`src/verilog/udma_pkg.sv`:
```
// Micro-DMA shared definitions
`default_nettype none

package udma_pkg;

    localparam int NUM_CH = 4;
    localparam int ADDR_W = 24;

    typedef logic [31:0]       reg_word_t;
    typedef logic [15:0]       dma_count_t;
    typedef logic [7:0]        dma_mode_t;
    typedef logic [15:0]       nest_t;
    typedef logic [1:0]        ch_sel_t;
    typedef logic [ADDR_W-1:0] mem_addr_t;
    typedef logic [1:0]        xfer_size_t;

    // Address update mode, bits 4:2 of the mode register
    localparam logic [2:0] MODE_DST_INC = 3'd0;
    localparam logic [2:0] MODE_DST_DEC = 3'd1;
    localparam logic [2:0] MODE_SRC_INC = 3'd2;
    localparam logic [2:0] MODE_SRC_DEC = 3'd3;
    localparam logic [2:0] MODE_FIXED   = 3'd4;

    // Transfer size, bits 1:0 of the mode register
    localparam xfer_size_t SIZE_BYTE = 2'd0;
    localparam xfer_size_t SIZE_WORD = 2'd1;
    localparam xfer_size_t SIZE_QUAD = 2'd2;

    typedef enum logic [1:0] {
        ST_IDLE,
        ST_READ,
        ST_WRITE,
        ST_UPDATE
    } engine_state_t;

    typedef struct packed {
        reg_word_t  src;
        reg_word_t  dst;
        dma_count_t count;
        dma_mode_t  mode;
    } chan_cfg_t;

    typedef struct packed {
        logic       valid;
        ch_sel_t    ch;
        reg_word_t  src;
        reg_word_t  dst;
        dma_count_t count;
    } chan_upd_t;

    typedef struct packed {
        logic       valid;
        logic       we;
        mem_addr_t  addr;
        xfer_size_t size;
        reg_word_t  wdata;
    } mem_req_t;

    typedef struct packed {
        logic      ack;
        reg_word_t rdata;
    } mem_rsp_t;

endpackage

`default_nettype wire

```
`src/verilog/udma_regs.sv`:
```
// Micro-DMA channel registers
`timescale 1ns/1ns
`default_nettype none

module udma_regs import udma_pkg::*; (
    input  logic                   clk,
    input  logic                   rst,
    input  logic                   cen,
    input  reg_word_t              din,
    input  logic [5:0]             addr,
    input  logic                   qs,
    input  logic                   ws,
    input  logic                   bs,
    input  logic                   we,
    input  logic                   nstinc,
    input  logic                   nstdec,
    input  chan_upd_t              upd,
    output reg_word_t              dout,
    output chan_cfg_t [NUM_CH-1:0] cfg
);

    logic      quad_we;
    logic      word_we;
    logic      byte_we;
    logic      src_hit;
    logic      dst_hit;
    logic      cnt_hit;
    ch_sel_t   ch;
    nest_t     nest;
    reg_word_t rd_data;

    assign quad_we = we & qs;
    assign word_we = we & ws;
    assign byte_we = we & bs;
    assign ch      = addr[3:2];

    // CPU writes that touch a register the engine also updates
    assign src_hit = (addr[5:4] == 2'd0) && (quad_we | word_we | byte_we);
    assign dst_hit = (addr[5:4] == 2'd1) && (quad_we | word_we | byte_we);
    assign cnt_hit = (addr[5:4] == 2'd2) && (quad_we | ((word_we | byte_we) & ~addr[1]));

    always_comb begin
        rd_data = '0;
        case (addr[5:4])
            2'd0: rd_data = cfg[ch].src;
            2'd1: rd_data = cfg[ch].dst;
            2'd2: begin
                if (addr[1]) begin
                    rd_data = {24'd0, cfg[ch].mode};
                end else begin
                    rd_data = {8'd0, cfg[ch].mode, cfg[ch].count};
                end
            end
            default: begin
                if (addr[3:0] == 4'hc) begin
                    rd_data = {16'd0, nest}; // Nesting counter at 0x3C
                end
            end
        endcase
    end

    always_ff @(posedge clk or posedge rst) begin
        if (rst) begin
            cfg  <= '0;
            nest <= '0;
            dout <= '0;
        end else if (cen) begin
            dout <= rd_data;

            if (nstdec) begin
                nest <= nest - 1'b1; // Decrement wins over increment
            end else if (nstinc) begin
                nest <= nest + 1'b1;
            end

            // Engine write-back, skipped where the CPU writes
            if (upd.valid) begin
                if (!(src_hit && ch == upd.ch)) begin
                    cfg[upd.ch].src <= upd.src;
                end
                if (!(dst_hit && ch == upd.ch)) begin
                    cfg[upd.ch].dst <= upd.dst;
                end
                if (!(cnt_hit && ch == upd.ch)) begin
                    cfg[upd.ch].count <= upd.count;
                end
            end

            case (addr[5:4])
                2'd0: begin
                    if (quad_we) cfg[ch].src <= din;
                    if (word_we) cfg[ch].src[{addr[1], 4'd0} +: 16] <= din[15:0];
                    if (byte_we) cfg[ch].src[{addr[1:0], 3'd0} +: 8] <= din[7:0];
                end
                2'd1: begin
                    if (quad_we) cfg[ch].dst <= din;
                    if (word_we) cfg[ch].dst[{addr[1], 4'd0} +: 16] <= din[15:0];
                    if (byte_we) cfg[ch].dst[{addr[1:0], 3'd0} +: 8] <= din[7:0];
                end
                2'd2: begin
                    if (quad_we) begin
                        {cfg[ch].mode, cfg[ch].count} <= din[23:0];
                    end
                    if (word_we) begin
                        if (addr[1]) begin
                            cfg[ch].mode <= din[7:0];
                        end else begin
                            cfg[ch].count <= din[15:0];
                        end
                    end
                    if (byte_we) begin
                        if (!addr[1]) begin
                            cfg[ch].count[(addr[0] ? 8 : 0) +: 8] <= din[7:0];
                        end else if (!addr[0]) begin
                            cfg[ch].mode <= din[7:0]; // Mode has no high byte
                        end
                    end
                end
                default: ;
            endcase
        end
    end

endmodule

`default_nettype wire

```
`src/verilog/udma_engine.sv`:
```
// Micro-DMA transfer engine
`timescale 1ns/1ns
`default_nettype none

module udma_engine import udma_pkg::*; (
    input  logic                   clk,
    input  logic                   rst,
    input  logic                   cen,
    input  logic [NUM_CH-1:0]      dma_req,
    input  chan_cfg_t [NUM_CH-1:0] cfg,
    input  mem_rsp_t               mem_rsp,
    output mem_req_t               mem_req,
    output chan_upd_t              upd,
    output logic [NUM_CH-1:0]      dma_done,
    output logic                   busy
);

    engine_state_t       state;
    logic [NUM_CH-1:0]   pending;
    logic [NUM_CH-1:0]   cur_bit;
    ch_sel_t             cur_ch;
    ch_sel_t             pick;
    chan_cfg_t           cur_cfg;  // Channel snapshot taken at start
    reg_word_t           data;
    reg_word_t           step;
    reg_word_t           next_src;
    reg_word_t           next_dst;
    dma_count_t          next_count;
    xfer_size_t          size;

    // Lowest pending channel wins
    always_comb begin
        pick = '0;
        for (int i = NUM_CH - 1; i >= 0; i--) begin
            if (pending[i]) pick = ch_sel_t'(i);
        end
    end

    always_comb begin
        case (xfer_size_t'(cur_cfg.mode[1:0]))
            SIZE_BYTE: begin
                size = SIZE_BYTE;
                step = 32'd1;
            end
            SIZE_WORD: begin
                size = SIZE_WORD;
                step = 32'd2;
            end
            default: begin
                size = SIZE_QUAD; // Code 3 acts as quad
                step = 32'd4;
            end
        endcase
    end

    always_comb begin
        next_src = cur_cfg.src;
        next_dst = cur_cfg.dst;
        case (cur_cfg.mode[4:2])
            MODE_DST_INC: next_dst = cur_cfg.dst + step;
            MODE_DST_DEC: next_dst = cur_cfg.dst - step;
            MODE_SRC_INC: next_src = cur_cfg.src + step;
            MODE_SRC_DEC: next_src = cur_cfg.src - step;
            MODE_FIXED:   ;
            default:      ; // Unused codes keep both addresses
        endcase
    end

    assign next_count = cur_cfg.count - 1'b1; // Wraps to 0xFFFF
    assign cur_bit    = NUM_CH'(1) << cur_ch;
    assign busy       = (state != ST_IDLE);

    always_comb begin
        mem_req.valid = (state == ST_READ) || (state == ST_WRITE);
        mem_req.we    = (state == ST_WRITE);
        mem_req.addr  = (state == ST_WRITE) ? cur_cfg.dst[ADDR_W-1:0] : cur_cfg.src[ADDR_W-1:0];
        mem_req.size  = size;
        mem_req.wdata = data;
    end

    always_comb begin
        upd.valid = (state == ST_UPDATE);
        upd.ch    = cur_ch;
        upd.src   = next_src;
        upd.dst   = next_dst;
        upd.count = next_count;
    end

    assign dma_done = (state == ST_UPDATE && next_count == '0) ? cur_bit : '0;

    always_ff @(posedge clk or posedge rst) begin
        if (rst) begin
            state   <= ST_IDLE;
            pending <= '0;
            cur_ch  <= '0;
        end else if (cen) begin
            // A new pulse outranks the clear of the served channel
            pending <= (pending & ~((state == ST_UPDATE) ? cur_bit : '0)) | dma_req;
            case (state)
                ST_IDLE: begin
                    if (|pending) begin
                        state  <= ST_READ;
                        cur_ch <= pick;
                    end
                end
                ST_READ:   if (mem_rsp.ack) state <= ST_WRITE;
                ST_WRITE:  if (mem_rsp.ack) state <= ST_UPDATE;
                ST_UPDATE: state <= ST_IDLE;
                default:   state <= ST_IDLE;
            endcase
        end
    end

    always_ff @(posedge clk) begin
        if (cen) begin
            if (state == ST_IDLE && |pending) cur_cfg <= cfg[pick];
            if (state == ST_READ && mem_rsp.ack) data <= mem_rsp.rdata;
        end
    end

endmodule

`default_nettype wire

```
`src/verilog/udma_top.sv`:
```
// Micro-DMA top level
`timescale 1ns/1ns
`default_nettype none

module udma_top import udma_pkg::*; (
    input  logic              clk,
    input  logic              rst,
    input  logic              cen,
    input  reg_word_t         din,
    input  logic [5:0]        addr,
    input  logic              qs,
    input  logic              ws,
    input  logic              bs,
    input  logic              we,
    input  logic              nstinc,
    input  logic              nstdec,
    input  logic [NUM_CH-1:0] dma_req,
    input  mem_rsp_t          mem_rsp,
    output reg_word_t         dout,
    output mem_req_t          mem_req,
    output logic [NUM_CH-1:0] dma_done,
    output logic              busy
);

    chan_cfg_t [NUM_CH-1:0] cfg;  // Register contents to the engine
    chan_upd_t              upd;  // Write-back from the engine

    udma_regs u_regs (
        .clk    (clk),
        .rst    (rst),
        .cen    (cen),
        .din    (din),
        .addr   (addr),
        .qs     (qs),
        .ws     (ws),
        .bs     (bs),
        .we     (we),
        .nstinc (nstinc),
        .nstdec (nstdec),
        .upd    (upd),
        .dout   (dout),
        .cfg    (cfg)
    );

    udma_engine u_engine (
        .clk      (clk),
        .rst      (rst),
        .cen      (cen),
        .dma_req  (dma_req),
        .cfg      (cfg),
        .mem_rsp  (mem_rsp),
        .mem_req  (mem_req),
        .upd      (upd),
        .dma_done (dma_done),
        .busy     (busy)
    );

endmodule

`default_nettype wire

```
`config.mk`:
```
export PLATFORM = sky130hd
export DESIGN_NAME = udma_top
export DESIGN_NICKNAME = d
export VERILOG_FILES = /design/src/verilog/udma_pkg.sv /design/src/verilog/udma_regs.sv /design/src/verilog/udma_engine.sv /design/src/verilog/udma_top.sv
export SDC_FILE = /design/constraint.sdc
export NUM_CORES = 2
export LEC_CHECK = 0
export BUFFER_PORTS_ARGS = -buffer_cell sky130_fd_sc_hd__clkbuf_2
export CAP_MARGIN = 20
export CORE_UTILIZATION = 50
export DETAILED_ROUTE_END_ITERATION = 8
export PLACE_DENSITY_LB_ADDON = 0.08
export SYNTH_ARGS = -nofsm -noshare
export SYNTH_HDL_FRONTEND = slang
export SYNTH_SLANG_ARGS = --single-unit
```
`constraint.sdc`:
```
create_clock -name clk -period 43.6 [get_ports clk]
set_input_delay 8.72 -clock clk [delete_from_list [all_inputs] [get_ports clk]]
set_output_delay 8.72 -clock clk [all_outputs]
set_load 0.05 [all_outputs]
```
==> results.py <==
metrics = {
    "placement": {
        "hpwl_um": 123000,
        "dp.cells": 5199,
        "routabilityCongestion": 1.05,
        "portBuffers": 180,
    },
    "power": {
        "internal_power_mw": 1.53,
        "p_seq_share_pct": 32.6,
        "switching_share_pct": 44.4,
        "p_clk_share_pct": 21.5,
        "power_leakage_nw": 16.1,
        "ir_drop_mv": 0.0464,
        "finalPower_mw": 2.75,
        "combPwrFrac_pct": 45.9,
        "p_per_area_nw_per_um2": 65.6,
        "p_switching_mw": 1.22,
    },
    "route": {
        "wl_um": 181000,
        "wire_per_inst_um": 33.9,
        "vias": 39300,
        "viasPerCell": 7.37,
        "drt_pre_antenna_iters": 9,
        "drc": 0,
        "ant_nets": 0,
        "first_iter_violations": 6409,
    },
    "sta": {
        "skew_ns": 0.0313,
        "setup_violations": 0,
        "fmax_ghz": 0.0779,
        "hold_viol_final": 0,
        "fin_setup_tns_ns": 0,
        "finalCriticalPeriod_ns": 12.84,
        "max_slew_margin_pct": 10.7,
        "slew_viol_final": 0,
        "tightest_slew_ns": 1.34,
        "fin_crit_sh_pct": 29.5,
        "timing.hold.ws_ns": 0.481,
        "rsz0062_at_grt": "no",
    },
    "global_route": {
        "grt_pass1_vias": 36500,
        "grt_max_degree": 102,
        "grtUsageTotal_pct": 46.1,
        "antenna_found_initial": 11,
        "grt_pass1_wl_um": 259000,
        "grt_remaining_overflow": 0,
    },
    "logic_synthesis": {
        "synth-compound-area-share_pct": 28.0,
        "yosys_warnings": 0,
        "synthSimpleGateAreaFrac_pct": 14.0,
        "synth_top_family_by_area": "compound AO/OA/AOI/OAI gates",
        "synth_flop_cell": "dfrtp_1",
        "synth.top_cell.area_share_pct": 27.0,
        "synth_edf_count": 117,
        "synth_fp_nets": 4470,
        "muxShareOfSynthArea_pct": 12.3,
        "yosysSeqAreaShare_pct": 36.3,
        "synth_area_leaders": "dfrtp_1, mux4_2, edfxtp_1",
        "synthAdderAreaFrac_pct": 3.07,
        "netlist_instances": 4295,
        "synthTopCellsByCount": "a21oi_1, nor2_1, o21ai_0",
        "ys_seq_elements": 525,
        "yosysUniqueCellTypes": 105,
        "postSynthAreaPerCell_um2": 8.81,
        "ys_async_sr_fraction_pct": 77.7,
        "netlist_area_um2": 37900,
        "synth_xor_area_share_pct": 1.89,
        "synth_top_cell_by_area": "dfrtp_1",
        "synth_most_common_cell": "a21oi_1",
    },
    "final_layout": {
        "fin_cells": 5330,
        "drive_gt1_share_pct": 16.0,
        "fillers": 6804,
        "syn2layout_area_growth_pct": 10.6,
        "multi_input_area_um2": 22600,
        "seqCellArea_um2": 13700,
        "fin_nets": 4483,
    },
    "floorplan": {
        "die_y_um": 277,
        "start_util_pct": 50.7,
        "placementRows": 100,
        "die_area_um2": 76800,
        "coreArea_um2": 74700,
        "io_pins": 181,
        "die_w_um": 277,
    },
    "clock_tree": {
        "cts-hold-fix-buffers": 0,
        "numCtsBuffers": 66,
        "post_cts_buffers": 0,
        "h-tree-depth": 3,
        "cts-root-buf": "clkbuf_16",
        "clkSinkCount": 525,
        "postCtsResizedCells": 0,
        "tritoncts": "yes",
        "path_clk_slew_ns": 0.06,
        "clk_latency_ns": 0.63,
        "cts.path.max_buffers": 3,
    },
    "worst_setup_path": {
        "startpoint_type": "primary input",
        "path_class": "primary input to flop",
        "crit_path_end_kind": "flop",
        "path_max_fanout": 53,
        "critical_path_required_ns": 44.16,
        "worstPathArrival_ns": 13.40,
    },
    "hold_path": {
        "min_path_type": "flop to flop",
    },
    "flow_run": {
        "max_cap_violations": 0,
    },
    "outcome": {
        "outcome": "complete, no violations",
    },
}
worst max-delay path, cell delays in order:
cell and delay (ns):
buf_6 0.62, buf_4 0.86, nand2b_1 0.53, nor3_2 0.78, nor2_1 0.44, o21ai_0 0.25
nand2_1 0.28, a21oi_1 0.62, nor2_1 0.09, a21oi_1 0.16
area by class of cell:
type / count / area share [%]
clock buffer: 93 / 4.51
antenna: 1 / 0.00598
clock inverter: 27 / 0.867
multi-input combinational: 3349 / 53.9
timing repair buffer: 297 / 4.34
tap: 969 / 2.90
inverter: 69 / 0.643
sequential: 525 / 32.8
sequential cells by signal, summed over array words and instances, names as in the netlist, named ones only:
register / count
u_regs.cfg: 320
u_engine.data: 32
u_engine.pending: 4
u_regs.nest: 16
u_regs.dout: 32
u_engine.cur_ch: 2
u_engine.cur_cfg: 85
u_engine.state: 2
cells in the final DEF, fill, tap and decap left out, drive strengths merged, types with 51 or more instances in the layout:
master | netlist | routed
nand2 | 447 | 447
nor3 | 74 | 74
xnor2 | 51 | 51
inv | 69 | 75
dfrtp | 408 | 408
a21o | 51 | 51
a21oi | 528 | 528
buf | 76 | 119
clkbuf | 276 | 271
a31oi | 72 | 72
o22ai | 120 | 120
a22oi | 80 | 80
nand3 | 82 | 82
ha | 88 | 88
o21ai | 470 | 470
mux4 | 173 | 173
nor2 | 459 | 459
edfxtp | 117 | 117
power by group through the flow:
stage | registers, mW | clock network [mW] | logic [mW]
global route | 0.910 | 0.605 | 1.33
floorplan | 0.848 | 0 | 0.815
detailed placement | 0.888 | 0 | 1.20
CTS | 0.882 | 0.589 | 1.20
global placement | 0.884 | 0 | 1.19
finish | 0.895 | 0.590 | 1.26
routing by layer:
layer  GRT usage, %  up-vias  share of wire (%)
met5              0        -              0.045
met4           21.6       12                5.9
met3           23.2      718                 17
met2           62.6     3276                 39
met1           60.7    19000                 38
li1               -    16300                  -
through the flow:
stage          worst slack, ns  area, um^2  utilization (%)
4_1_cts                  30.97       41800             55.9
5_1_grt                  30.57       41800             56.0
3_5_place_dp             30.31       39500             52.9
2_1_floorplan            23.53       37900                -
3_3_place_gp             30.49       39500             52.9
6_report                 30.76       41800             56.0
final timing paths:
check,cells past startpoint,end,startpoint,slack [ns]
worst min-delay path,1,u_regs.nest[15],u_regs.nest[15],0.48
worst max-delay path,10,u_regs.cfg[101],addr[2],30.76
worst max register to register,16,u_regs.cfg[250],u_engine.cur_cfg[3],37.83
worst min register to register,1,u_regs.nest[15],u_regs.nest[15],0.48
min in group asynchronous,2,u_regs.cfg[186],rst,8.17
max in group asynchronous,4,u_regs.cfg[341],rst,32.82
logic make-up (layout without fill, tap and decap cells):
kind of cell    count (synthesis)  count (layout)
flops                         525             525
fa+ha+maj                      91              91
other cells                     0               1
xor+xnor                       80              80
buf+inv                       421             486
mux                           244             244
compound gates               1713            1713
simple gates                 1221            1221
Power figures use the tool's default switching activity.
